**config.mk**
```make
export PLATFORM = sky130hd
export DESIGN_NAME = mm_vp_regs
export DESIGN_NICKNAME = d
export VERILOG_FILES = /design/src/rtl/mm_bus_pkg.sv /design/src/rtl/mm_vp_pkg.sv /design/src/rtl/mm_vp_regs.sv
export SDC_FILE = /design/constraint.sdc
export NUM_CORES = 1
export LEC_CHECK = 0
export BUFFER_PORTS_ARGS = -buffer_cell sky130_fd_sc_hd__buf_2
export CORE_ASPECT_RATIO = 1.4
export CORE_MARGIN = 1.5
export CORE_UTILIZATION = 46
export CTS_CLUSTER_SIZE = 24
export DETAILED_ROUTE_END_ITERATION = 7
export GPL_TIMING_DRIVEN = 0
export PLACE_DENSITY_LB_ADDON = 0.12
export SETUP_SLACK_MARGIN = 0.5
export SYNTH_ARGS = -nofsm -noshare
export SYNTH_HDL_FRONTEND = slang
export SYNTH_SLANG_ARGS = --single-unit
```
**constraint.sdc**
```tcl
create_clock -name clk_i -period 3.5 [get_ports clk_i]
set_input_delay 0.35 -clock clk_i [delete_from_list [all_inputs] [get_ports clk_i]]
set_output_delay 0.35 -clock clk_i [all_outputs]
set_load 0.01 [all_outputs]
```
**src/rtl/mm_bus_pkg.sv**
```systemverilog
/*
 * bus widths of the request/grant/rvalid ports, RAM geometry,
 * and plain-vector types for addresses, data words and byte enables
 */
`default_nettype none

package mm_bus_pkg;

    // --------------------------------------------------
    // port widths
    // --------------------------------------------------
    localparam int unsigned ADDR_WIDTH = 32;
    localparam int unsigned DATA_WIDTH = 32;
    localparam int unsigned BYTE_WIDTH = 8;
    // one enable bit per byte lane
    localparam int unsigned BE_WIDTH = DATA_WIDTH / BYTE_WIDTH;
    // byte offset bits inside a word
    localparam int unsigned WORD_OFFSET_WIDTH = $clog2(BE_WIDTH);

    // --------------------------------------------------
    // RAM geometry
    // --------------------------------------------------
    // byte address bits covered by the RAM, 4 KiB
    localparam int unsigned RAM_ADDR_WIDTH = 12;
    localparam int unsigned RAM_INDEX_WIDTH = RAM_ADDR_WIDTH - WORD_OFFSET_WIDTH;
    localparam int unsigned RAM_WORDS = 2 ** RAM_INDEX_WIDTH;

    // byte address on either port
    typedef logic [ADDR_WIDTH-1:0] addr_t;
    // data word, read or written
    typedef logic [DATA_WIDTH-1:0] word_t;
    // byte lane enables of a data write
    typedef logic [BE_WIDTH-1:0] be_t;
    // word index into the RAM array
    typedef logic [RAM_INDEX_WIDTH-1:0] ram_index_t;

endpackage

`default_nettype wire
```
**src/rtl/mm_vp_pkg.sv**
```systemverilog
/*
 * virtual peripheral address map, test-status magic values,
 * decoder target enum and the layout of the status word
 */
`default_nettype none

package mm_vp_pkg;

    // --------------------------------------------------
    // address map
    // --------------------------------------------------
    // everything below this goes to the RAM, wrapping on its size
    localparam mm_bus_pkg::addr_t VP_REGION_BASE = 32'h1000_0000;
    // low byte of a write is printed
    localparam mm_bus_pkg::addr_t VP_STDOUT_ADDR = 32'h1000_0000;
    // pass / fail verdict, read back as status_word_t
    localparam mm_bus_pkg::addr_t VP_STATUS_ADDR = 32'h2000_0000;
    // exit value of the program
    localparam mm_bus_pkg::addr_t VP_EXIT_ADDR = 32'h2000_0004;

    // values written to the status register
    localparam mm_bus_pkg::word_t TEST_PASS_MAGIC = 32'd123456789;
    localparam mm_bus_pkg::word_t TEST_FAIL_MAGIC = 32'd1;

    // bit positions in the status word
    localparam int unsigned STATUS_PASS_BIT = 0;
    localparam int unsigned STATUS_FAIL_BIT = 1;
    localparam int unsigned STATUS_EXIT_BIT = 2;

    // where a data request, and later its response, belongs
    typedef enum logic [1:0] {TGT_NONE, TGT_RAM, TGT_VP} target_e;

    typedef logic [31:0] status_word_t;

endpackage

`default_nettype wire

```
**src/rtl/mm_vp_regs.sv**
```systemverilog
/*
 * virtual peripherals: stdout character pulse, sticky pass/fail
 * status, exit value register and status word read-back
 */
`timescale 1ns/10ps
`default_nettype none

module mm_vp_regs (
    input  wire                 clk_i,
    input  wire                 rst_i,
    // request from the decoder
    input  wire                 vp_req_i,
    input  mm_bus_pkg::addr_t   addr_i,
    input  wire                 we_i,
    input  mm_bus_pkg::word_t   wdata_i,
    output mm_bus_pkg::word_t   rdata_o,
    // stdout
    output logic                stdout_valid_o,
    output logic [mm_bus_pkg::BYTE_WIDTH-1:0] stdout_char_o,
    // test status
    output logic                tests_passed_o,
    output logic                tests_failed_o,
    output logic                exit_valid_o,
    output mm_bus_pkg::word_t   exit_value_o
);

    mm_bus_pkg::addr_t          word_addr;
    logic                       wr_stdout;
    logic                       wr_status;
    logic                       wr_exit;
    logic                       rd_status;
    mm_vp_pkg::status_word_t    status_word;

    logic                       stdout_valid_q;
    logic [mm_bus_pkg::BYTE_WIDTH-1:0] stdout_char_q;
    logic                       passed_q;
    logic                       failed_q;
    logic                       exit_valid_q;
    mm_bus_pkg::word_t          exit_value_q;
    mm_bus_pkg::word_t          rdata_q;

    // --------------------------------------------------
    // address decode
    // --------------------------------------------------
    // byte offset ignored, registers are whole words
    assign word_addr = {addr_i[mm_bus_pkg::ADDR_WIDTH-1:mm_bus_pkg::WORD_OFFSET_WIDTH],
                        {mm_bus_pkg::WORD_OFFSET_WIDTH{1'b0}}};

    assign wr_stdout = vp_req_i && we_i && (word_addr == mm_vp_pkg::VP_STDOUT_ADDR);
    assign wr_status = vp_req_i && we_i && (word_addr == mm_vp_pkg::VP_STATUS_ADDR);
    assign wr_exit   = vp_req_i && we_i && (word_addr == mm_vp_pkg::VP_EXIT_ADDR);
    assign rd_status = vp_req_i && !we_i && (word_addr == mm_vp_pkg::VP_STATUS_ADDR);

    // --------------------------------------------------
    // write side
    // --------------------------------------------------
    always_ff @(posedge clk_i) begin
        if (rst_i) begin
            stdout_valid_q <= 1'b0;
            passed_q       <= 1'b0;
            failed_q       <= 1'b0;
            exit_valid_q   <= 1'b0;
            exit_value_q   <= '0;
        end else begin
            // one pulse per character
            stdout_valid_q <= wr_stdout;
            // first verdict sticks, the other one can no longer be set
            if (wr_status && wdata_i == mm_vp_pkg::TEST_PASS_MAGIC && !failed_q) begin
                passed_q <= 1'b1;
            end
            if (wr_status && wdata_i == mm_vp_pkg::TEST_FAIL_MAGIC && !passed_q) begin
                failed_q <= 1'b1;
            end
            if (wr_exit) begin
                exit_valid_q <= 1'b1;
                exit_value_q <= wdata_i;
            end
        end
    end

    // character byte, only meaningful with the valid pulse
    always_ff @(posedge clk_i) begin
        if (wr_stdout) begin
            stdout_char_q <= wdata_i[mm_bus_pkg::BYTE_WIDTH-1:0];
        end
    end

    // --------------------------------------------------
    // read side
    // --------------------------------------------------
    always_comb begin
        status_word = '0;
        status_word[mm_vp_pkg::STATUS_PASS_BIT] = passed_q;
        status_word[mm_vp_pkg::STATUS_FAIL_BIT] = failed_q;
        status_word[mm_vp_pkg::STATUS_EXIT_BIT] = exit_valid_q;
    end

    // only the status register reads back, the rest is zero
    always_ff @(posedge clk_i) begin
        rdata_q <= rd_status ? status_word : '0;
    end

    assign rdata_o        = rdata_q;
    assign stdout_valid_o = stdout_valid_q;
    assign stdout_char_o  = stdout_char_q;
    assign tests_passed_o = passed_q;
    assign tests_failed_o = failed_q;
    assign exit_valid_o   = exit_valid_q;
    assign exit_value_o   = exit_value_q;

    // pass and fail exclude each other
    assert property (@(posedge clk_i) disable iff (rst_i)
        !(tests_passed_o && tests_failed_o));

endmodule

`default_nettype wire

```
# Word-level counts from Yosys, hierarchy flattened
# Index checks and enable logic that the tools add are counted.
op_classes:
  eq_ne: 5
  reduce_logical: 13
op_table:
  columns: ["operator", "n"]
  rows:
  - ["equality test 30 x 28 -> 1 bit (second input constant)", 2]
  - ["equality test 32 x 1 -> 1 bit (second input constant)", 1]
  - ["equality test 32 x 27 -> 1 bit (second input constant)", 1]
  - ["equality test 30 x 27 -> 1 bit (second input constant)", 1]
  - ["logical AND 1 bit", 10]
  - ["logical NOT 1 bit", 3]
totals:
  ff_bits: 47
  in_bits: 68
  out_inout_bits: 76
  elab_cells: 25

# Longest topological paths before layout
# Gate-level depths: netlist of the first run.
logic_depth:
  depth_word: 4
  depth_mapped: 5
  mapped_depth_nobuf: 4

# Worst setup path after synthesis of the first run
# Ideal clock, no wire load.
synth_path:
  kind: "input to register"
  startpoint: "input addr_i[6]"
  endpoint: "register stdout_char_q (netlist bit stdout_char_o[0]) (enable)"
  setup_ps: 400
  arrival_time_ps: 1909
  required_ps: 3100
  setup_slack_ps: 1191
  path_stages: 3
  n_path_buf: 0
  path_cell_list: "nor4_2 nand4_2 nor4b_1"
synth_between:
  elab_chain_len: 2
synth_rtl:
  columns: ["item", "line", "rtl"]
  rows:
  - ["from (decl)", "mm_vp_regs.sv:13", "input mm_bus_pkg::addr_t addr_i,"]
  - ["equality test 30 x 27 -> 1 bit", "mm_vp_regs.sv:49", "assign wr_stdout = vp_req_i && we_i && (word_addr == mm_vp_pkg::VP_STDOUT_ADDR);"]
  - ["logical AND 1 bit", "mm_vp_regs.sv:49", null]
  - ["named net wr_stdout", "mm_vp_regs.sv:28", "logic wr_stdout;"]
  - ["to (signal assigned)", "mm_vp_regs.sv:84", "stdout_char_q <= wdata_i[mm_bus_pkg::BYTE_WIDTH-1:0];"]
  - ["to (decl)", "mm_vp_regs.sv:35", "logic [mm_bus_pkg::BYTE_WIDTH-1:0] stdout_char_q;"]
# The timed path passes the listed nets, and every way through them passes these cells.
# A chain may end at the register's enable or synchronous reset.

# Final worst setup path of the first run
layout_path:
  startpoint: "input addr_i[6]"
  endpoint: "register exit_value_q[15] (netlist: exit_value_o[15])"
layout_between:
  elab_chain_len: 2
layout_rtl:
  columns: ["item", "line", "rtl"]
  rows:
  - ["equality test 30 x 28 -> 1 bit", "mm_vp_regs.sv:51", "assign wr_exit = vp_req_i && we_i && (word_addr == mm_vp_pkg::VP_EXIT_ADDR);"]
  - ["logical AND 1 bit", "mm_vp_regs.sv:51", null]
  - ["to (signal assigned)", "mm_vp_regs.sv:76", "exit_value_q <= wdata_i;"]
  - ["to (decl)", "mm_vp_regs.sv:39", "mm_bus_pkg::word_t exit_value_q;"]
# No other way between the ends.

==> flow_summary.toml, run 1 <==
[synth]
synth_top_area_frac = 0.332
synth-seq-area-share = 0.434
synth_edf_count = 8
synth_flop_cell = "dfxtp_1"
synthCells = 231
synth_area_leader_cell = "dfxtp_1"
synth-seq-cells = 47
synth_common_cells = "nand2b_1 (65), dfxtp_1 (39), mux2i_1 (32)"
synth.area.top_cells = "dfxtp_1 (33%), nand2b_1 (17%), mux2i_1 (14%), edfxtp_1 (10%), buf_4 (9.2%)"
post-synth-top-count-cell = "nand2b_1"
synth_async_sr_flop_share = 0
mappedNetlistArea_um2 = 2350
synth_warnings = 0
avgSynthCellArea_um2 = 10.2
yosysUniqueCellTypes = 25

[hold_path]
holdPathEnd = "stdout_char_o[3]"
holdCritStartpoint = "wdata_i[3]"
hold_class = "primary input to flip-flop"
hold_depth = 1

[die]
initial_utilization = 0.483
die_h_um = 87.7
die_area_um2 = 5560
rows = 30
io_pins = 144
core_um2 = 4880
die_w_um = 63.5

[setup_path]
crit_fanout = 10
r2r_slack_ps = 2180
r2r-start = "tests_passed_o"
crit_slowest_cell = "nor4_4"
cp_cell_sequence = "buf_2, nor4_2, nand4_2, nor4_4, buf_6, mux2i_1"
crit_path_end_kind = "flip-flop"
cp-start-kind = "primary input"
crit_required_ps = 3730
rr_worst_depth = 4
r2r_end = "tests_failed_o"
cp.arrival_ps = 2120
critPathKind = "primary input to flip-flop"
critPathMaxStageDelay_ps = 650

[clock_network]
clock_path_buffers = 2
clkLatencyLatePin_ps = 300
cts.sinks = 47
cts_max_level = 2
cts_buffers = 5
cts_resized = 0
root_buffer = "clkbuf_8"
cts.clk_slew.worst_paths_ps = 80
cts_tree = "yes"
cts_hold_buf = 0
post_cts_buffers = 0

[detailed_routing]
via_count = 2021
wl_per_cell_um = 12.3
ant_nets = 0
viasPerCell = 4.55
drt-initial-drc-count = 56
wl_met2_mm = 2.90
routed.top_layer = "met4"
drc = 0
drt-total-wl_mm = 5.46
met1_length_mm = 2.04
dr.pass1.iters = 4
route.met3.wl_um = 429

[timing]
final_max_slew_viol_count = 0
setup_viol = 0
timing.fmax_mhz = 527
period_share = 0.542
period_needed_ps = 1900
rsz0062_at_grt = "false"
worst_pin_slew_ps = 611
setup_tns_ps = 0
skew_ps = 0.185
hold_viol_final = 0
slew_headroom = 0.590

[cells_and_area]
syn_to_final_growth_pct = 35.9
fin_nets = 447
stdcell_area_um2 = 3200
postLayoutCoreUtil = 0.656
n_antenna_cell = 0
drive_gt1_frac = 0.413
fillers = 422

[power_and_ir_drop]
p_total_mw = 0.994
p_leak_nw = 1.47
powerDensity_nw_per_um2 = 311
vdd_drop_max_uv = 167

[global_route]
grt_pass1_wl_mm = 8.25
track_usage = 0.192
grt_max_degree = 15
antenna_found_initial = 0
grt_pass1_vias = 1904
grt_remaining_overflow = 0

[place]
placedInstanceArea_um2 = 3110
hpwl_mm = 4.43
finalWeightedCongestion = 0.825
port_buffers = 112

[flow_run]
cap_violations = 0

[run_status]
status = "finished, final reports clean"
==> area by class of cell <==
| class | count | area (µm²) | share of cell area |
|---|---|---|---|
| Multi-Input combinational cell | 170 | 1160 | 0.361 |
| Sequential cell | 47 | 1020 | 0.319 |
| Timing Repair Buffer | 113 | 568 | 0.178 |
| Buffer | 39 | 278 | 0.0868 |
| Tap cell | 64 | 80.1 | 0.0250 |
| Clock buffer | 6 | 72.6 | 0.0227 |
| Clock inverter | 2 | 12.5 | 0.00391 |
| Inverter | 3 | 11.3 | 0.00352 |
==> kinds of logic after synthesis <==
group / synth area share
multiplexers: 0.136
flip-flops: 0.434
buffers and inverters: 0.123
AND/OR/NAND/NOR: 0.296
AO/OA/AOI/OAI: 0.00956
other: 0.00159
==> flip-flops by register name, summed over array words and instances, names as in the netlist <==
name,flops
exit_value_o,32
tests_passed_o,1
rdata_o,3
exit_valid_o,1
stdout_valid_o,1
tests_failed_o,1
stdout_char_o,8
==> critical path: cells and delay by family <==
family,cells,cell delay (ps)
simple gates,3,1200
buf+inv,2,360
mux,1,200
==> power breakdown <==
part / leakage (nW) / internal, mW / switching, mW / total [mW]
Combinational: 1.04 / 0.0683 / 0.0600 / 0.128
Clock: 0.0428 / 0.140 / 0.177 / 0.317
Sequential: 0.386 / 0.548 / 0.0000000000770 / 0.548
==> through the flow <==
step	cells	hold WS (ps)	worst slack [ps]
after floorplan	259	449	1190
after global placement	435	456	382
after detailed placement	436	460	1250
after CTS	444	246	1560
after global routing	444	242	1430
final	444	256	1600
==> cell usage in the layout, fill, tap and decap left out, types with 2 or more instances in the layout <==
cell type	instances
nand3_1	2
buf_2	112
nand4_1	7
mux2i_1	32
nor4_2	3
nand2_1	2
o22ai_1	2
buf_4	30
buf_6	3
inv_1	3
or4_1	2
nor2b_1	2
conb_1	29
nor2_1	3
nand2b_1	65
clkbuf_1	8
nor4_1	12
edfxtp_1	8
dfxtp_1	39
clkbuf_8	5
nor3_1	2
==> worst max-delay path by stage <==
stage                    start  cells past startpoint          endpoint
CTS                  addr_i[6]                      6  exit_value_o[18]
global route        addr_i[19]                      6   exit_value_o[9]
finish               addr_i[6]                      6  exit_value_o[15]
detailed placement   addr_i[6]                      6  exit_value_o[18]
floorplan            addr_i[6]                      3  stdout_char_o[0]
global placement     addr_i[5]                      4  stdout_char_o[6]
==> layer usage <==
| metal | track usage | vias up |
|---|---|---|
| met5 | 0 | - |
| met1 | 0.201 | 890 |
| met4 | 0.0791 | 0 |
| met3 | 0.0566 | 7 |
| met2 | 0.358 | 91 |
| li1 | - | 1033 |
(Power assumes the default switching activity.)
==> run 2: changes to the inputs <==
- CORE_UTILIZATION: 46 -> 39
- clock period: 3.5 -> 1.7 ns (I/O delays scaled with it)
==> run 2 against run 1 <==
Against the previous run:
- global-route usage is 1.3 points lower
- sequential share of layout area is 3.1 points lower
- clock power is 110% higher
- utilization is 5.1 points lower
- setup slack worse by 1300 ps
- via count is 3.8% higher
- register-to-register slack worse by 1700 ps
- first-iteration DRC count is 110% higher
- worst hold slack worse by 170 ps
- clock skew hardly changed
- largest power group unchanged
==> flow_summary.toml, run 2 (synthesis gave the netlist of run 1 again) <==
[clock_network]
cts_buffers = 5
cts_hold_buf = 0
cts_max_level = 2
cts.clk_slew.worst_paths_ps = 90
clkLatencyLatePin_ps = 300
cts.sinks = 47
cts_tree = "yes"
root_buffer = "clkbuf_8"
clock_path_buffers = 2

[global_route]
grt_pass1_vias = 1878
grtUsageMet2 = 0.317
grt-busiest-layer = "met2"
grt_pass1_wl_mm = 8.78
grt_remaining_overflow = 0
antenna_found_initial = 0
grt_max_degree = 14
use_met3 = 0.0465
track_usage = 0.179
globalRouteMet1Util = 0.203

[cells_and_area]
fin_nets = 456
n_antenna_cell = 0
syn_to_final_growth_pct = 50.6
stdcell_area_um2 = 3550
postLayoutCoreUtil = 0.605
seq_area_um2 = 1020
largest_reg_flops = 32
multiInputGateArea_um2 = 1290
layout_common_cells = "buf_2 (107), nand2b_1 (65), dfxtp_1 (38)"
drive_gt1_frac = 0.455
fillers = 548
final_common_cell = "buf_2"

[detailed_routing]
wl_per_cell_um = 13.1
ant_nets = 0
drc = 0
dr.pass1.iters = 4
viasPerCell = 4.57
drt-initial-drc-count = 118
via_count = 2097
drt-total-wl_mm = 6.02

[die]
core_um2 = 5860
die_w_um = 68.7
die_h_um = 94.9
initial_utilization = 0.402
rows = 33
io_pins = 144
die_area_um2 = 6520

[setup_path]
crit_slowest_cell = "nor4_4"
critPathKind = "primary input to flip-flop"
rr_worst_depth = 4
cpMostUsedCell = "nor4_4"
crit_fanout = 8
r2r_end = "tests_failed_o"
crit_required_ps = 1930
cp-start-kind = "primary input"
worst-path-buf-inv = 3
r2r_slack_ps = 470
path_delay_family = "simple AND/OR/NAND/NOR gates"
cp_cell_sequence = "buf_2, nor4_4, nand3_2, nor4_4, buf_6, clkbuf_16, mux2i_1"
critPathMaxStageDelay_ps = 320
crit_path_end_kind = "flip-flop"
r2r-start = "tests_passed_o"
cp.arrival_ps = 1650

[timing]
rsz0062_at_grt = "true"
skew_ps = 0.416
hold_viol_final = 0
period_share = 0.836
timing.fmax_mhz = 703
period_needed_ps = 1420
setup_viol = 0
final_max_slew_viol_count = 0

[power_and_ir_drop]
powerDensity_nw_per_um2 = 587
p_leak_nw = 1.58
vdd_drop_max_uv = 380

[flow_run]
cap_violations = 0

[hold_path]
hold_depth = 1
holdPathEnd = "stdout_char_o[7]"
hold_class = "primary input to flip-flop"
holdCritStartpoint = "wdata_i[7]"

[place]
port_buffers = 112
placedInstanceArea_um2 = 3210
finalWeightedCongestion = 0.816
hpwl_mm = 4.56

[run_status]
status = "finished, final reports clean"
run 2: cell types whose count changed in the layout (fill, tap and decap cells not counted), moves of 2 or more:
cell	delta
clkbuf_16	+2
buf_4	+3
buf_12	+5
buf_2	-5
nor4_4	+6
buf_6	+3
nor4_1	-7
run 2: cell type report:
class,count,area share
multi-input cells,170,0.364
flip-flops and latches,47,0.288
repair buffers,122,0.212
plain buffers,39,0.0857
well taps,70,0.0247
clock buffers,6,0.0205
inverters,3,0.00318
clock inverters,2,0.00212
run 2: worst max-delay path by stage:
stage                           from               end  slack [ps]  cells past startpoint
after floorplan           addr_i[24]   exit_value_o[0]         120                      5
after global placement    addr_i[19]  exit_value_o[16]        -260                      6
after detailed placement  addr_i[19]  exit_value_o[16]        -290                      6
after CTS                 addr_i[11]  exit_value_o[16]         310                      7
after global routing      addr_i[18]   exit_value_o[5]         250                      7
final                     addr_i[24]  exit_value_o[15]         280                      7
run 2: report_power, final:
group	leakage (nW)	internal, mW	switching, mW
Combinational	1.16	0.154	0.145
Sequential	0.386	1.13	0.000000000159
Clock	0.0403	0.281	0.371
Total	1.58	1.56	0.515
run 2: through the flow:
step	TNS (ps)	instances	hold WS (ps)	total power, mW	setup WS, ps
floorplan	0	259	269	1.31	122
global placement	-9250	441	385	1.44	-265
detailed placement	-9820	441	384	1.44	-292
CTS	0	457	70.3	2.09	308
global route	0	459	70.4	2.17	253
finish	0	459	81.4	2.08	278
run 2: routing by layer:
layer  vias to the layer above  share of wire  routed length, µm
met1                       949           0.38               2300
met4                         0          0.014                 86
li1                       1053              -                  -
met3                         8          0.071                426
met2                        87           0.53               3210
met5                         -              0                  0
run 2: repair_timing:
action / CTS / global route
resized for setup: 13 / 7
setup endpoints to repair: 44 / 45
pin swaps: 7 / 7
buffers inserted: 7 / 0
gates cloned: 1 / 2
