--- config.mk ---
export PLATFORM = sky130hd
export DESIGN_NAME = mm_req_decode
export DESIGN_NICKNAME = d
export VERILOG_FILES = /design/src/rtl/mm_bus_pkg.sv /design/src/rtl/mm_vp_pkg.sv /design/src/rtl/mm_req_decode.sv
export SDC_FILE = /design/constraint.sdc
export NUM_CORES = 1
export LEC_CHECK = 0
export BUFFER_PORTS_ARGS = -buffer_cell sky130_fd_sc_hd__buf_2
export CORE_AREA = 2 2 93 95
export CTS_CLUSTER_SIZE = 20
export DETAILED_ROUTE_END_ITERATION = 7
export DIE_AREA = 0 0 95 97
export PLACE_DENSITY = 0.61
export SKIP_CTS_REPAIR_TIMING = 1
export SLEW_MARGIN = 20
export SYNTH_ARGS = -nofsm -noshare
export SYNTH_HDL_FRONTEND = slang
export SYNTH_SLANG_ARGS = --single-unit
--- constraint.sdc ---
create_clock -name clk_i -period 1.35 [get_ports clk_i]
set_clock_uncertainty 0.2 [all_clocks]
set_input_delay 0.27 -clock clk_i [delete_from_list [all_inputs] [get_ports clk_i]]
set_output_delay 0.27 -clock clk_i [all_outputs]
set_load 0.1 [all_outputs]
--- src/rtl/mm_bus_pkg.sv ---
/*
 * bus widths of the request/grant/rvalid ports, RAM geometry,
 * and plain-vector types for addresses, data words and byte enables
 */
`default_nettype none

package mm_bus_pkg;

    // --------------------------------------------------
    // port widths
    // --------------------------------------------------
    localparam int unsigned ADDR_WIDTH = 32;
    localparam int unsigned DATA_WIDTH = 32;
    localparam int unsigned BYTE_WIDTH = 8;
    // one enable bit per byte lane
    localparam int unsigned BE_WIDTH = DATA_WIDTH / BYTE_WIDTH;
    // byte offset bits inside a word
    localparam int unsigned WORD_OFFSET_WIDTH = $clog2(BE_WIDTH);

    // --------------------------------------------------
    // RAM geometry
    // --------------------------------------------------
    // byte address bits covered by the RAM, 4 KiB
    localparam int unsigned RAM_ADDR_WIDTH = 12;
    localparam int unsigned RAM_INDEX_WIDTH = RAM_ADDR_WIDTH - WORD_OFFSET_WIDTH;
    localparam int unsigned RAM_WORDS = 2 ** RAM_INDEX_WIDTH;

    // byte address on either port
    typedef logic [ADDR_WIDTH-1:0] addr_t;
    // data word, read or written
    typedef logic [DATA_WIDTH-1:0] word_t;
    // byte lane enables of a data write
    typedef logic [BE_WIDTH-1:0] be_t;
    // word index into the RAM array
    typedef logic [RAM_INDEX_WIDTH-1:0] ram_index_t;

endpackage

`default_nettype wire
--- src/rtl/mm_vp_pkg.sv ---
/*
 * virtual peripheral address map, test-status magic values,
 * decoder target enum and the layout of the status word
 */
`default_nettype none

package mm_vp_pkg;

    // --------------------------------------------------
    // address map
    // --------------------------------------------------
    // everything below this goes to the RAM, wrapping on its size
    localparam mm_bus_pkg::addr_t VP_REGION_BASE = 32'h1000_0000;
    // low byte of a write is printed
    localparam mm_bus_pkg::addr_t VP_STDOUT_ADDR = 32'h1000_0000;
    // pass / fail verdict, read back as status_word_t
    localparam mm_bus_pkg::addr_t VP_STATUS_ADDR = 32'h2000_0000;
    // exit value of the program
    localparam mm_bus_pkg::addr_t VP_EXIT_ADDR = 32'h2000_0004;

    // values written to the status register
    localparam mm_bus_pkg::word_t TEST_PASS_MAGIC = 32'd123456789;
    localparam mm_bus_pkg::word_t TEST_FAIL_MAGIC = 32'd1;

    // bit positions in the status word
    localparam int unsigned STATUS_PASS_BIT = 0;
    localparam int unsigned STATUS_FAIL_BIT = 1;
    localparam int unsigned STATUS_EXIT_BIT = 2;

    // where a data request, and later its response, belongs
    typedef enum logic [1:0] {TGT_NONE, TGT_RAM, TGT_VP} target_e;

    typedef logic [31:0] status_word_t;

endpackage

`default_nettype wire

--- src/rtl/mm_req_decode.sv ---
/*
 * data port request decoder: grant, target selection toward RAM or
 * peripherals, and the one-cycle response path back to the master
 */
`timescale 1ns/10ps
`default_nettype none

module mm_req_decode (
    input  wire                 clk_i,
    input  wire                 rst_i,
    // data port from the master
    input  wire                 data_req_i,
    input  mm_bus_pkg::addr_t   data_addr_i,
    input  wire                 data_we_i,
    input  mm_bus_pkg::be_t     data_be_i,
    input  mm_bus_pkg::word_t   data_wdata_i,
    output logic                data_gnt_o,
    output logic                data_rvalid_o,
    output mm_bus_pkg::word_t   data_rdata_o,
    // read data coming back from the two targets
    input  mm_bus_pkg::word_t   ram_rdata_i,
    input  mm_bus_pkg::word_t   vp_rdata_i,
    // forwarded request
    output logic                ram_req_o,
    output logic                vp_req_o,
    output mm_bus_pkg::addr_t   fwd_addr_o,
    output logic                fwd_we_o,
    output mm_bus_pkg::be_t     fwd_be_o,
    output mm_bus_pkg::word_t   fwd_wdata_o
);

    // word-aligned copy of the request address
    mm_bus_pkg::addr_t   word_addr;
    // target of the request in this cycle
    mm_vp_pkg::target_e  req_target;
    // response bookkeeping for the next cycle
    logic                pending_q;
    mm_vp_pkg::target_e  resp_target_q;

    // --------------------------------------------------
    // request side
    // --------------------------------------------------
    // no back-pressure, every request is granted at once
    assign data_gnt_o = data_req_i;

    assign word_addr = {data_addr_i[mm_bus_pkg::ADDR_WIDTH-1:mm_bus_pkg::WORD_OFFSET_WIDTH],
                        {mm_bus_pkg::WORD_OFFSET_WIDTH{1'b0}}};

    always_comb begin
        req_target = mm_vp_pkg::TGT_NONE;
        if (data_addr_i < mm_vp_pkg::VP_REGION_BASE) begin
            // RAM window, upper bits are dropped by the RAM itself
            req_target = mm_vp_pkg::TGT_RAM;
        end else if (word_addr == mm_vp_pkg::VP_STDOUT_ADDR ||
                     word_addr == mm_vp_pkg::VP_STATUS_ADDR ||
                     word_addr == mm_vp_pkg::VP_EXIT_ADDR) begin
            req_target = mm_vp_pkg::TGT_VP;
        end
    end

    // at most one forward request, none for unmapped space
    assign ram_req_o = data_req_i && (req_target == mm_vp_pkg::TGT_RAM);
    assign vp_req_o  = data_req_i && (req_target == mm_vp_pkg::TGT_VP);

    // shared request fields, qualified by the two req lines
    assign fwd_addr_o  = data_addr_i;
    assign fwd_we_o    = data_we_i;
    assign fwd_be_o    = data_be_i;
    assign fwd_wdata_o = data_wdata_i;

    // --------------------------------------------------
    // response side
    // --------------------------------------------------
    always_ff @(posedge clk_i) begin
        if (rst_i) begin
            pending_q     <= 1'b0;
            resp_target_q <= mm_vp_pkg::TGT_NONE;
        end else begin
            pending_q <= data_req_i;
            // a write answers with zero, so it is recorded as NONE
            resp_target_q <= data_we_i ? mm_vp_pkg::TGT_NONE : req_target;
        end
    end

    assign data_rvalid_o = pending_q;

    // read data of whichever target the response belongs to
    always_comb begin
        case (resp_target_q)
            mm_vp_pkg::TGT_RAM: data_rdata_o = ram_rdata_i;
            mm_vp_pkg::TGT_VP:  data_rdata_o = vp_rdata_i;
            default:            data_rdata_o = '0;
        endcase
    end

    // one target per request
    assert property (@(posedge clk_i) disable iff (rst_i)
        !(ram_req_o && vp_req_o));

    // each granted request gets its rvalid on the next cycle, and only then
    assert property (@(posedge clk_i) disable iff (rst_i)
        (data_req_i && data_gnt_o) |=> data_rvalid_o);
    assert property (@(posedge clk_i) disable iff (rst_i)
        !data_req_i |=> !data_rvalid_o);

endmodule

`default_nettype wire

After elaboration in Yosys (flattened, before gate mapping) --
Cells that the tools add are included.
Cells by class: reductions and logical operators 5, bitwise gates (word level) 0, shift-type cells 0, multiply operators 0, magnitude comparators 1, muxes and demuxes 3, add/sub/neg operators 0, divide/modulo/power cells 0, equality and inequality tests 7
Operators with widths (count):
- case mux 32 bit (2 select lines) | 1
- equality test 30 x 28 -> 1 bit (second input constant) | 2
- < comparator 32 x 29 -> 1 bit (second input constant) | 1
- equality test 30 x 27 -> 1 bit (second input constant) | 1
- equality test 2 x 1 -> 1 bit (second input constant) | 2
- equality test 2 bit (second input constant) | 2
- two-way mux 2 bit | 2
- logical AND 1 bit | 2
- logical OR 1 bit | 2
- OR reduction 2 bit | 1
Word-level totals: RAM bits 0, bits in latches 0, bits in read-only memories 0, bits of input ports 136, memories 0, register bits 3

Longest topological paths before layout --
Gate-level depths: netlist (run 1).
depth in word-level cells 7, gate-level depth with buffers 5, gate-level depth less buffers 4

Least setup slack after synthesis (run 1) --
Ideal clock, no wire load.
path kind input to output, from in data_addr_i[14], to out vp_req_o, buffers on the path 0, stages on the path 3, required time 880 ps, arrival 2804 ps, setup slack -1924 ps, cells stage by stage nor4_1 o2111ai_1 nor3_1
On the way: word-level cells in the longest chain between the ends 7, elaborated cells on any way between the ends 10, those cells by class order compare: 1; eq/ne: 4; mux: 2; reduce/logical: 3
Ends and longest elaborated chain:
- from (decl) | RTL line mm_req_decode.sv:13 | input mm_bus_pkg::addr_t data_addr_i,
- branches (longest 4 deep; another with < comparator 32 x 29 -> 1 bit)
- two-way mux 2 bit (*) | RTL line mm_req_decode.sv:51 | if (data_addr_i < mm_vp_pkg::VP_REGION_BASE) begin
- equality test 2 bit (*) | RTL line mm_req_decode.sv:63 | assign vp_req_o = data_req_i && (req_target == mm_vp_pkg::TGT_VP);
- logical AND 1 bit (*) | RTL line mm_req_decode.sv:63
- to (decl) | RTL line mm_req_decode.sv:25 | output logic vp_req_o,
Mark *: on every way between the ends.

Final worst setup path (run 1) --
from reg resp_target_q[0], to out data_rdata_o[0]
On the way: word-level cells in the longest chain between the ends 2, elaborated cells on any way between the ends 3, those cells by class eq/ne: 2; mux: 1
Ends and longest elaborated chain:
- from (decl) | RTL line mm_req_decode.sv:38 | mm_vp_pkg::target_e resp_target_q;
- from (signal assigned) | RTL line mm_req_decode.sv:77 | resp_target_q <= mm_vp_pkg::TGT_NONE;
- from (signal assigned) | RTL line mm_req_decode.sv:81 | resp_target_q <= data_we_i ? mm_vp_pkg::TGT_NONE : req_target;
- equality test 2 bit / equality test 2 x 1 -> 1 bit (equally long branches) | RTL line mm_req_decode.sv:89 | case (resp_target_q)
- case mux 32 bit (2 select lines) (*) | RTL line mm_req_decode.sv:89
- to (decl) | RTL line mm_req_decode.sv:19 | output mm_bus_pkg::word_t data_rdata_o,
Mark *: on every way between the ends. The rest lies on a longest branch, timed or not.

==> metrics.cfg, run 1 <==
[status]
outcome=complete, but fails checks
failed_checks=setup timing

[placed_design]
gp_congestion=0.728
pre_cts_slack_ns=-0.664
placed_cells=406
place_hpwl_um=4780
portBuffers=164

[timing]
fmax_mhz=525
fin_crit_ns=1.91
rsz0062_at_grt=yes
relSlewSlack=0.824
setup_violations=34
tightestPinTransition_ns=0.263
hold_viol_final=0
min_period_over_period=1.41
finalWorstSetupSlack_ns=-0.556
finalMaxSlewViolations=0
fin_tns_setup_ns=-17.57

[setup_path]
cp.arrival_ns=1.44
cp-end-kind=primary output
cp_max_fo=6
cp-startpoint=resp_target_q[0]$_SDFF_PP0_
required_ns=0.88
critPathKind=reg2out
worst_setup_path_start_kind=flip-flop

[run]
drv_cap=0

[synth]
synth_seq_area_share=0.0519
yosysUniqueCellTypes=17
synth_area_mm2=0.00116
synth_warnings=0
syn_inst=168
synth.avg_cell_area_um2=6.88
syn-num-nets=306
synth-seq-cells=3

[finish]
mostFrequentLayoutCells=buf_2, buf_12, buf_4, a22oi_2, nor2_4
final_cells=412
num-fill-cells=719
drive_gt1_frac=0.971
area.growth.synth_to_final_pct=220
nets=446
final_common_cell=buf_2
n_antenna_cell=0

[global_route]
grt_max_degree=23
track_usage=0.106
grt_overflow=0
grt_first_pass_wirelength_um=7920
antenna_found_initial=0
first_global_vias=1720

[detailed_routing]
viasPerCell=4.18
drt-total-wl_um=5990
dr.pass1.iters=4
remaining_drc_errors=0
wl_per_cell_um=14.5
drtIter0Drc=14
ant_nets=0
vias=1724

[clocking]
cts_sinks=3
h-tree-depth=1
cts_tree=built
numCtsBuffers=3
cts_buffer_depth=2
clk_pin_slew_ns=0.03
cts_root_buffer=clkbuf_8

[floorplan]
die_h_um=97
die_area_mm2=0.00922
start_util=0.142
die_w_um=95
rows=33
coreArea_mm2=0.00813
io-pin-count=241

[min_path]
hp-class=in2reg
hp-start=rst_i

[power]
leakage_nw=1.43
ir_worst_vdd_v=0.000408
power_density_mw_per_mm2=358
power_mw=1.32

-- state kept, by name, summed over array words and instances, names as in the netlist --
register,flops
data_rvalid_o,1
resp_target_q,2
-- cells in the mapped netlist (all sizes together) --
cell     instances  share of area
nand4            1         0.0054
dfxtp            3          0.052
nor3             2         0.0087
nor4b            1          0.013
nor2            33           0.11
o2111ai          1         0.0076
inv              3         0.0097
a22oi           32           0.21
and2             1         0.0054
buf             76           0.48
nor4             8          0.060
nor2b            1         0.0054
ha               2          0.022
nor3b            1         0.0065
clkbuf           3         0.0097
-- where the power goes --
group          switching, mW  internal, mW
Combinational          0.575         0.400
Clock                 0.0559         0.201
Sequential           0.00186        0.0898
-- critical path: stages, from the launching register on --
cell	delay (ns)
dfxtp_4	0.36
inv_4	0.04
ha_4	0.21
clkbuf_16	0.17
a22oi_2	0.21
nor2_4	0.07
buf_12	0.16
-- through the flow --
stage               hold WS [ns]  utilization  cell area [um2]
CTS                       0.0486        0.416             3390
finish                    0.0691        0.455             3700
floorplan                  0.129            -             1590
global route              0.0792        0.455             3700
global placement           0.262        0.411             3340
detailed placement         0.273        0.411             3340
-- kinds of logic after synthesis --
| group | share of synthesized area |
|---|---|
| buf+inv | 0.500 |
| compound gates | 0.215 |
| flops | 0.0520 |
| simple gates | 0.211 |
| fa+ha+maj | 0.0216 |
-- per-layer routing --
| metal | vias up | routed length [um] | GRT usage |
|---|---|---|---|
| met5 | - | 0 | 0 |
| met4 | 0 | 24 | 0.0167 |
| met3 | 4 | 937 | 0.0732 |
| met2 | 150 | 3100 | 0.191 |
| met1 | 772 | 1930 | 0.0990 |
| li1 | 798 | - | - |
-- final timing paths --
kind	endpoint	cells past startpoint	slack [ns]
min	resp_target_q[1]$_SDFF_PP0_	2	0.07
max	data_rdata_o[0]	6	-0.56
-- layout make-up --
| class | count | area, um2 | share of cell area |
|---|---|---|---|
| Timing Repair Buffer | 214 | 2410 | 0.651 |
| Multi-Input combinational cell | 83 | 1030 | 0.280 |
| Tap cell | 105 | 131 | 0.0355 |
| Sequential cell | 3 | 66.3 | 0.0179 |
| Clock buffer | 4 | 45.0 | 0.0122 |
| Inverter | 3 | 13.8 | 0.00372 |
No activity file was read; power rests on OpenSTA's default activity.
==> inputs of run 2 (changes only) <==
--- a/config.mk
+++ b/config.mk
@@ -6,11 +6,11 @@
 export NUM_CORES = 1
 export LEC_CHECK = 0
 export BUFFER_PORTS_ARGS = -buffer_cell sky130_fd_sc_hd__buf_2
-export CORE_AREA = 2 2 93 95
+export CORE_AREA = 2 2 92 94
 export CTS_CLUSTER_SIZE = 20
 export DETAILED_ROUTE_END_ITERATION = 7
-export DIE_AREA = 0 0 95 97
-export PLACE_DENSITY = 0.61
+export DIE_AREA = 0 0 94 96
+export PLACE_DENSITY = 0.6
 export SKIP_CTS_REPAIR_TIMING = 1
 export SLEW_MARGIN = 20
 export SYNTH_ARGS = -nofsm -noshare
==> constraint.sdc (replaced) <==
create_clock -name clk_i -period 2.03 [get_ports clk_i]
set_clock_uncertainty 0.2 [all_clocks]
set_input_delay 0.406 -clock clk_i [delete_from_list [all_inputs] [get_ports clk_i]]
set_output_delay 0.406 -clock clk_i [all_outputs]
set_load 0.1 [all_outputs]
==> metrics.cfg, run 2 (same netlist as run 1, synthesis figures left out) <==
[status]
outcome=complete, but fails checks
failed_checks=setup timing

[finish]
largest_reg_flops=2  ; unchanged
multi_input_area_mm2=0.00102  ; -1.2%
nets=416  ; -6.7%
final_cells=382  ; -7.3%
fin_util=0.364  ; -0.0906
n_antenna_cell=0  ; unchanged
mostFrequentLayoutCells=buf_2, buf_12, a22oi_2, nor2_4, buf_4
final_common_cell=buf_2
drive_gt1_frac=0.968  ; -0.00318
regArea_um2=65.1  ; -1.9%
largest-register=resp_target_q
num-fill-cells=793  ; +10%
area.growth.synth_to_final_pct=154

[timing]
finalWorstSetupSlack_ns=-0.0711  ; +0.485 ns
fin_tns_setup_ns=-0.0920  ; +17.48 ns
relSlewSlack=0.659  ; -0.164
rsz0062_at_grt=yes
tightestPinTransition_ns=0.515  ; +0.251 ns
fin_crit_ns=2.10
min_period_over_period=1.04
setup_violations=3  ; -91%
fmax_mhz=476
hold_viol_final=0  ; unchanged
finalMaxSlewViolations=0  ; unchanged
holdWs_ns=0.178  ; +0.109 ns

[global_route]
first_global_vias=1407  ; -18%
grt_first_pass_wirelength_um=6420  ; -19%
grt_max_degree=31  ; +35%
grt_overflow=0  ; unchanged
antenna_found_initial=0  ; unchanged
track_usage=0.0915  ; -0.0148

[setup_path]
worst_setup_path_start_kind=input port
cp_max_fo=2  ; -4
cp-end-kind=primary output
required_ns=1.42  ; +0.54 ns
critPathKind=in2out
cp-startpoint=data_addr_i[10]
cp.arrival_ns=1.50  ; +0.06 ns

[placed_design]
pre_cts_slack_ns=-0.120  ; +0.544 ns
placed_cells=369  ; -9.1%
portBuffers=164  ; unchanged
place_hpwl_um=4180  ; -12%
gp_congestion=0.771  ; +5.9%

[detailed_routing]
dr.pass1.iters=3  ; -1
drtIter0Drc=12  ; -2
remaining_drc_errors=0  ; unchanged
viasPerCell=4.21  ; +0.53%
vias=1607  ; -6.8%
drt-total-wl_um=5500  ; -8.1%
wl_per_cell_um=14.4  ; -0.87%
ant_nets=0  ; unchanged

[floorplan]
die_area_mm2=0.00902  ; -2.1%
die_w_um=94  ; -1.1%
coreArea_mm2=0.00805  ; -1.0%
io-pin-count=241  ; unchanged
start_util=0.144  ; +0.00146
die_h_um=96  ; -1.0%
rows=33  ; unchanged

[power]
leakage_nw=1.10  ; -23%
ir_worst_vdd_v=0.000271  ; -34%
power_density_mw_per_mm2=238  ; -34%

[clocking]
numCtsBuffers=3  ; unchanged
cts_buffer_depth=2  ; unchanged
cts_tree=built
cts_sinks=3  ; unchanged
cts_root_buffer=clkbuf_8
h-tree-depth=1  ; unchanged
clk_pin_slew_ns=0.03  ; about the same

[run]
drv_cap=0  ; unchanged

[min_path]
hp-class=in2reg
hp-start=data_we_i
min_path_cells=2  ; unchanged
min_to=resp_target_q[1]$_SDFF_PP0_

[run 2: cell count changes in the layout (fill, tap and decap cells not counted), sizes merged]
cell	before	now
buf	210	180
[run 2: critical path, cell delays in order]
cell and delay, ns:
buf_2 0.12, nor4_4 0.31, o2111ai_2 0.21, nor3_4 0.25
buf_12 0.20
[run 2: per-layer routing]
layer,GRT usage,wire length [um]
met2,0.177,2890
met4,0.0314,45
met1,0.0895,1910
met3,0.0337,659
met5,0,0
[run 2: through the flow]
step / power [mW] / instance area (um2)
6_report: 0.696 / 2930
5_1_grt: 0.728 / 2930
4_1_cts: 0.681 / 2550
3_5_place_dp: 0.500 / 2500
3_3_place_gp: 0.497 / 2500
2_1_floorplan: 0.747 / 1500
[run 2: how the worst max path moves through the flow]
stage	end	cells after the start	slack, ns
after global routing	vp_req_o	5	-0.15
after CTS	data_rdata_o[18]	6	-0.19
after floorplan	vp_req_o	3	-0.28
final	vp_req_o	5	-0.07
after detailed placement	vp_req_o	6	-0.12
after global placement	vp_req_o	5	-0.09
[run 2: layout make-up]
class / instances / area share
Timing Repair Buffer: 184 / 0.564
Multi-Input combinational cell: 83 / 0.349
Tap cell: 105 / 0.0448
Sequential cell: 3 / 0.0222
Clock buffer: 4 / 0.0154
Inverter: 3 / 0.00469
[run 2: power breakdown]
part	internal, mW	switching (mW)	total [mW]
combinational	0.113	0.349	0.463
clock	0.134	0.0400	0.174
sequential	0.0593	0.000370	0.0597
==> inputs of run 3 (changes only) <==
--- a/config.mk
+++ b/config.mk
@@ -10,7 +10,7 @@
 export CTS_CLUSTER_SIZE = 20
 export DETAILED_ROUTE_END_ITERATION = 7
 export DIE_AREA = 0 0 94 96
-export PLACE_DENSITY = 0.6
+export PLACE_DENSITY = 0.5
 export SKIP_CTS_REPAIR_TIMING = 1
 export SLEW_MARGIN = 20
 export SYNTH_ARGS = -nofsm -noshare
==> metrics.cfg, run 3 (same netlist as run 1, synthesis figures left out) <==
[setup_path]
cp_max_fo=2  ; unchanged
cp-end-kind=primary output
required_ns=1.42  ; about the same
critPathKind=in2out
cp.arrival_ns=1.53  ; +0.03 ns
worst_setup_path_start_kind=input port

[clocking]
cts_tree=built
clk_pin_slew_ns=0.03  ; about the same
numCtsBuffers=3  ; unchanged
cts_sinks=3  ; unchanged
cts_buffer_depth=2  ; unchanged
h-tree-depth=1  ; unchanged
cts_root_buffer=clkbuf_8

[run]
drv_cap=0  ; unchanged

[detailed_routing]
ant_nets=0  ; unchanged
viasPerCell=4.17  ; -0.93%
remaining_drc_errors=0  ; unchanged
drt-total-wl_um=5400  ; -1.8%
wl_per_cell_um=14.1  ; -1.8%
dr.pass1.iters=4  ; +1
drtIter0Drc=25  ; +13
vias=1592  ; -0.93%

[power]
cellInternalPower_uw=308  ; +0.43%
pwr-share-seq=0.085  ; about the same
leakage_nw=1.11  ; +1.4%
p_comb_frac=0.667  ; +0.003
power_uw=697  ; about the same
ir_worst_vdd_v=0.000300  ; +11%
power_frac_clock=0.248  ; -0.002
swShare=0.558  ; -0.00171
power_density_mw_per_mm2=236  ; -0.76%
p_sw_uw=389  ; -0.26%

[timing]
hold_viol_final=0  ; unchanged
rsz0062_at_grt=yes
finalWorstSetupSlack_ns=-0.107  ; -0.0356 ns
tightestPinTransition_ns=0.493  ; -0.0216 ns
fin_crit_ns=2.14  ; +0.0356 ns
relSlewSlack=0.674  ; +0.0143
setup_violations=1  ; -2
fmax_mhz=468  ; -1.7%
min_period_over_period=1.05  ; +0.0175
holdWs_ns=0.176  ; -0.00224 ns
finalMaxSlewViolations=0  ; unchanged

[finish]
final_cell_area_mm2=0.00296  ; +0.81%
final_common_cell=buf_2
mostFrequentLayoutCells=buf_2, buf_12, a22oi_2, nor2_4, buf_4
final_cells=382  ; unchanged
area.growth.synth_to_final_pct=156
largest_reg_flops=2  ; unchanged
n_antenna_cell=0  ; unchanged
largest-register=resp_target_q
drive_gt1_frac=0.968  ; unchanged
nets=416  ; unchanged
num-fill-cells=773  ; -2.5%

[status]
outcome=complete, but fails checks
failed_checks=setup timing

[global_route]
antenna_found_initial=0  ; unchanged
first_global_vias=1372  ; -2.5%
grt_max_degree=33  ; +6.5%
track_usage=0.0907  ; -0.000792
grt_overflow=0  ; unchanged
grt_first_pass_wirelength_um=6540  ; +1.8%

[placed_design]
gp_congestion=0.710  ; -7.8%
place_hpwl_um=3920  ; -6.2%
placed_cells=368  ; -0.27%
postPlaceCellArea_mm2=0.00248  ; -0.80%
portBuffers=164  ; unchanged
pre_cts_slack_ns=-0.190  ; -0.0707 ns

[floorplan]
die_w_um=94  ; unchanged
start_util=0.144  ; unchanged
coreArea_mm2=0.00805  ; unchanged
io-pin-count=241  ; unchanged
rows=33  ; unchanged
die_area_mm2=0.00902  ; unchanged
die_h_um=96  ; unchanged

[min_path]
hp-class=in2reg

run 3: final cells by class:
type                            count  area (um2)  share of cell area
Sequential cell                     3        67.6              0.0229
Clock buffer                        4        45.0              0.0152
Tap cell                          105         131              0.0445
Timing Repair Buffer              184        1670               0.566
Multi-Input combinational cell     83        1020               0.346
Inverter                            3        16.3             0.00550
run 3: final timing paths:
| kind | from | endpoint | slack [ns] | cells after the start |
|---|---|---|---|---|
| worst max-delay path | data_addr_i[4] | vp_req_o | -0.11 | 6 |
| worst min-delay path | rst_i | resp_target_q[1]$_SDFF_PP0_ | 0.18 | 2 |
run 3: metal layers:
metal	track usage	up-vias	wire [um]
met2	0.166	127	2760
met1	0.0976	732	1980
met5	0	-	0
met3	0.0431	0	661
li1	-	733	-
met4	0.0121	0	0
run 3: per-stage QoR:
| stage | TNS [ns] | util |
|---|---|---|
| after floorplan | -0.464 | - |
| after global placement | -0.140 | 0.308 |
| after detailed placement | -0.190 | 0.308 |
| after CTS | -4.45 | 0.314 |
| after global routing | -0.858 | 0.367 |
| final | -0.107 | 0.367 |
run 3: power by group through the flow:
stage                     registers (mW)  logic (mW)  clock network, mW
after global routing              0.0592       0.482              0.186
final                             0.0590       0.465              0.173
after global placement            0.0624       0.436                  0
after floorplan                   0.0695       0.678                  0
after detailed placement          0.0623       0.438                  0
after CTS                         0.0615       0.439              0.179
run 3: critical path: stages:
cell and delay (ns):
buf_6 0.10, nor4_4 0.25, buf_4 0.14, nand4_1 0.16, nor3_4 0.26, buf_12 0.20
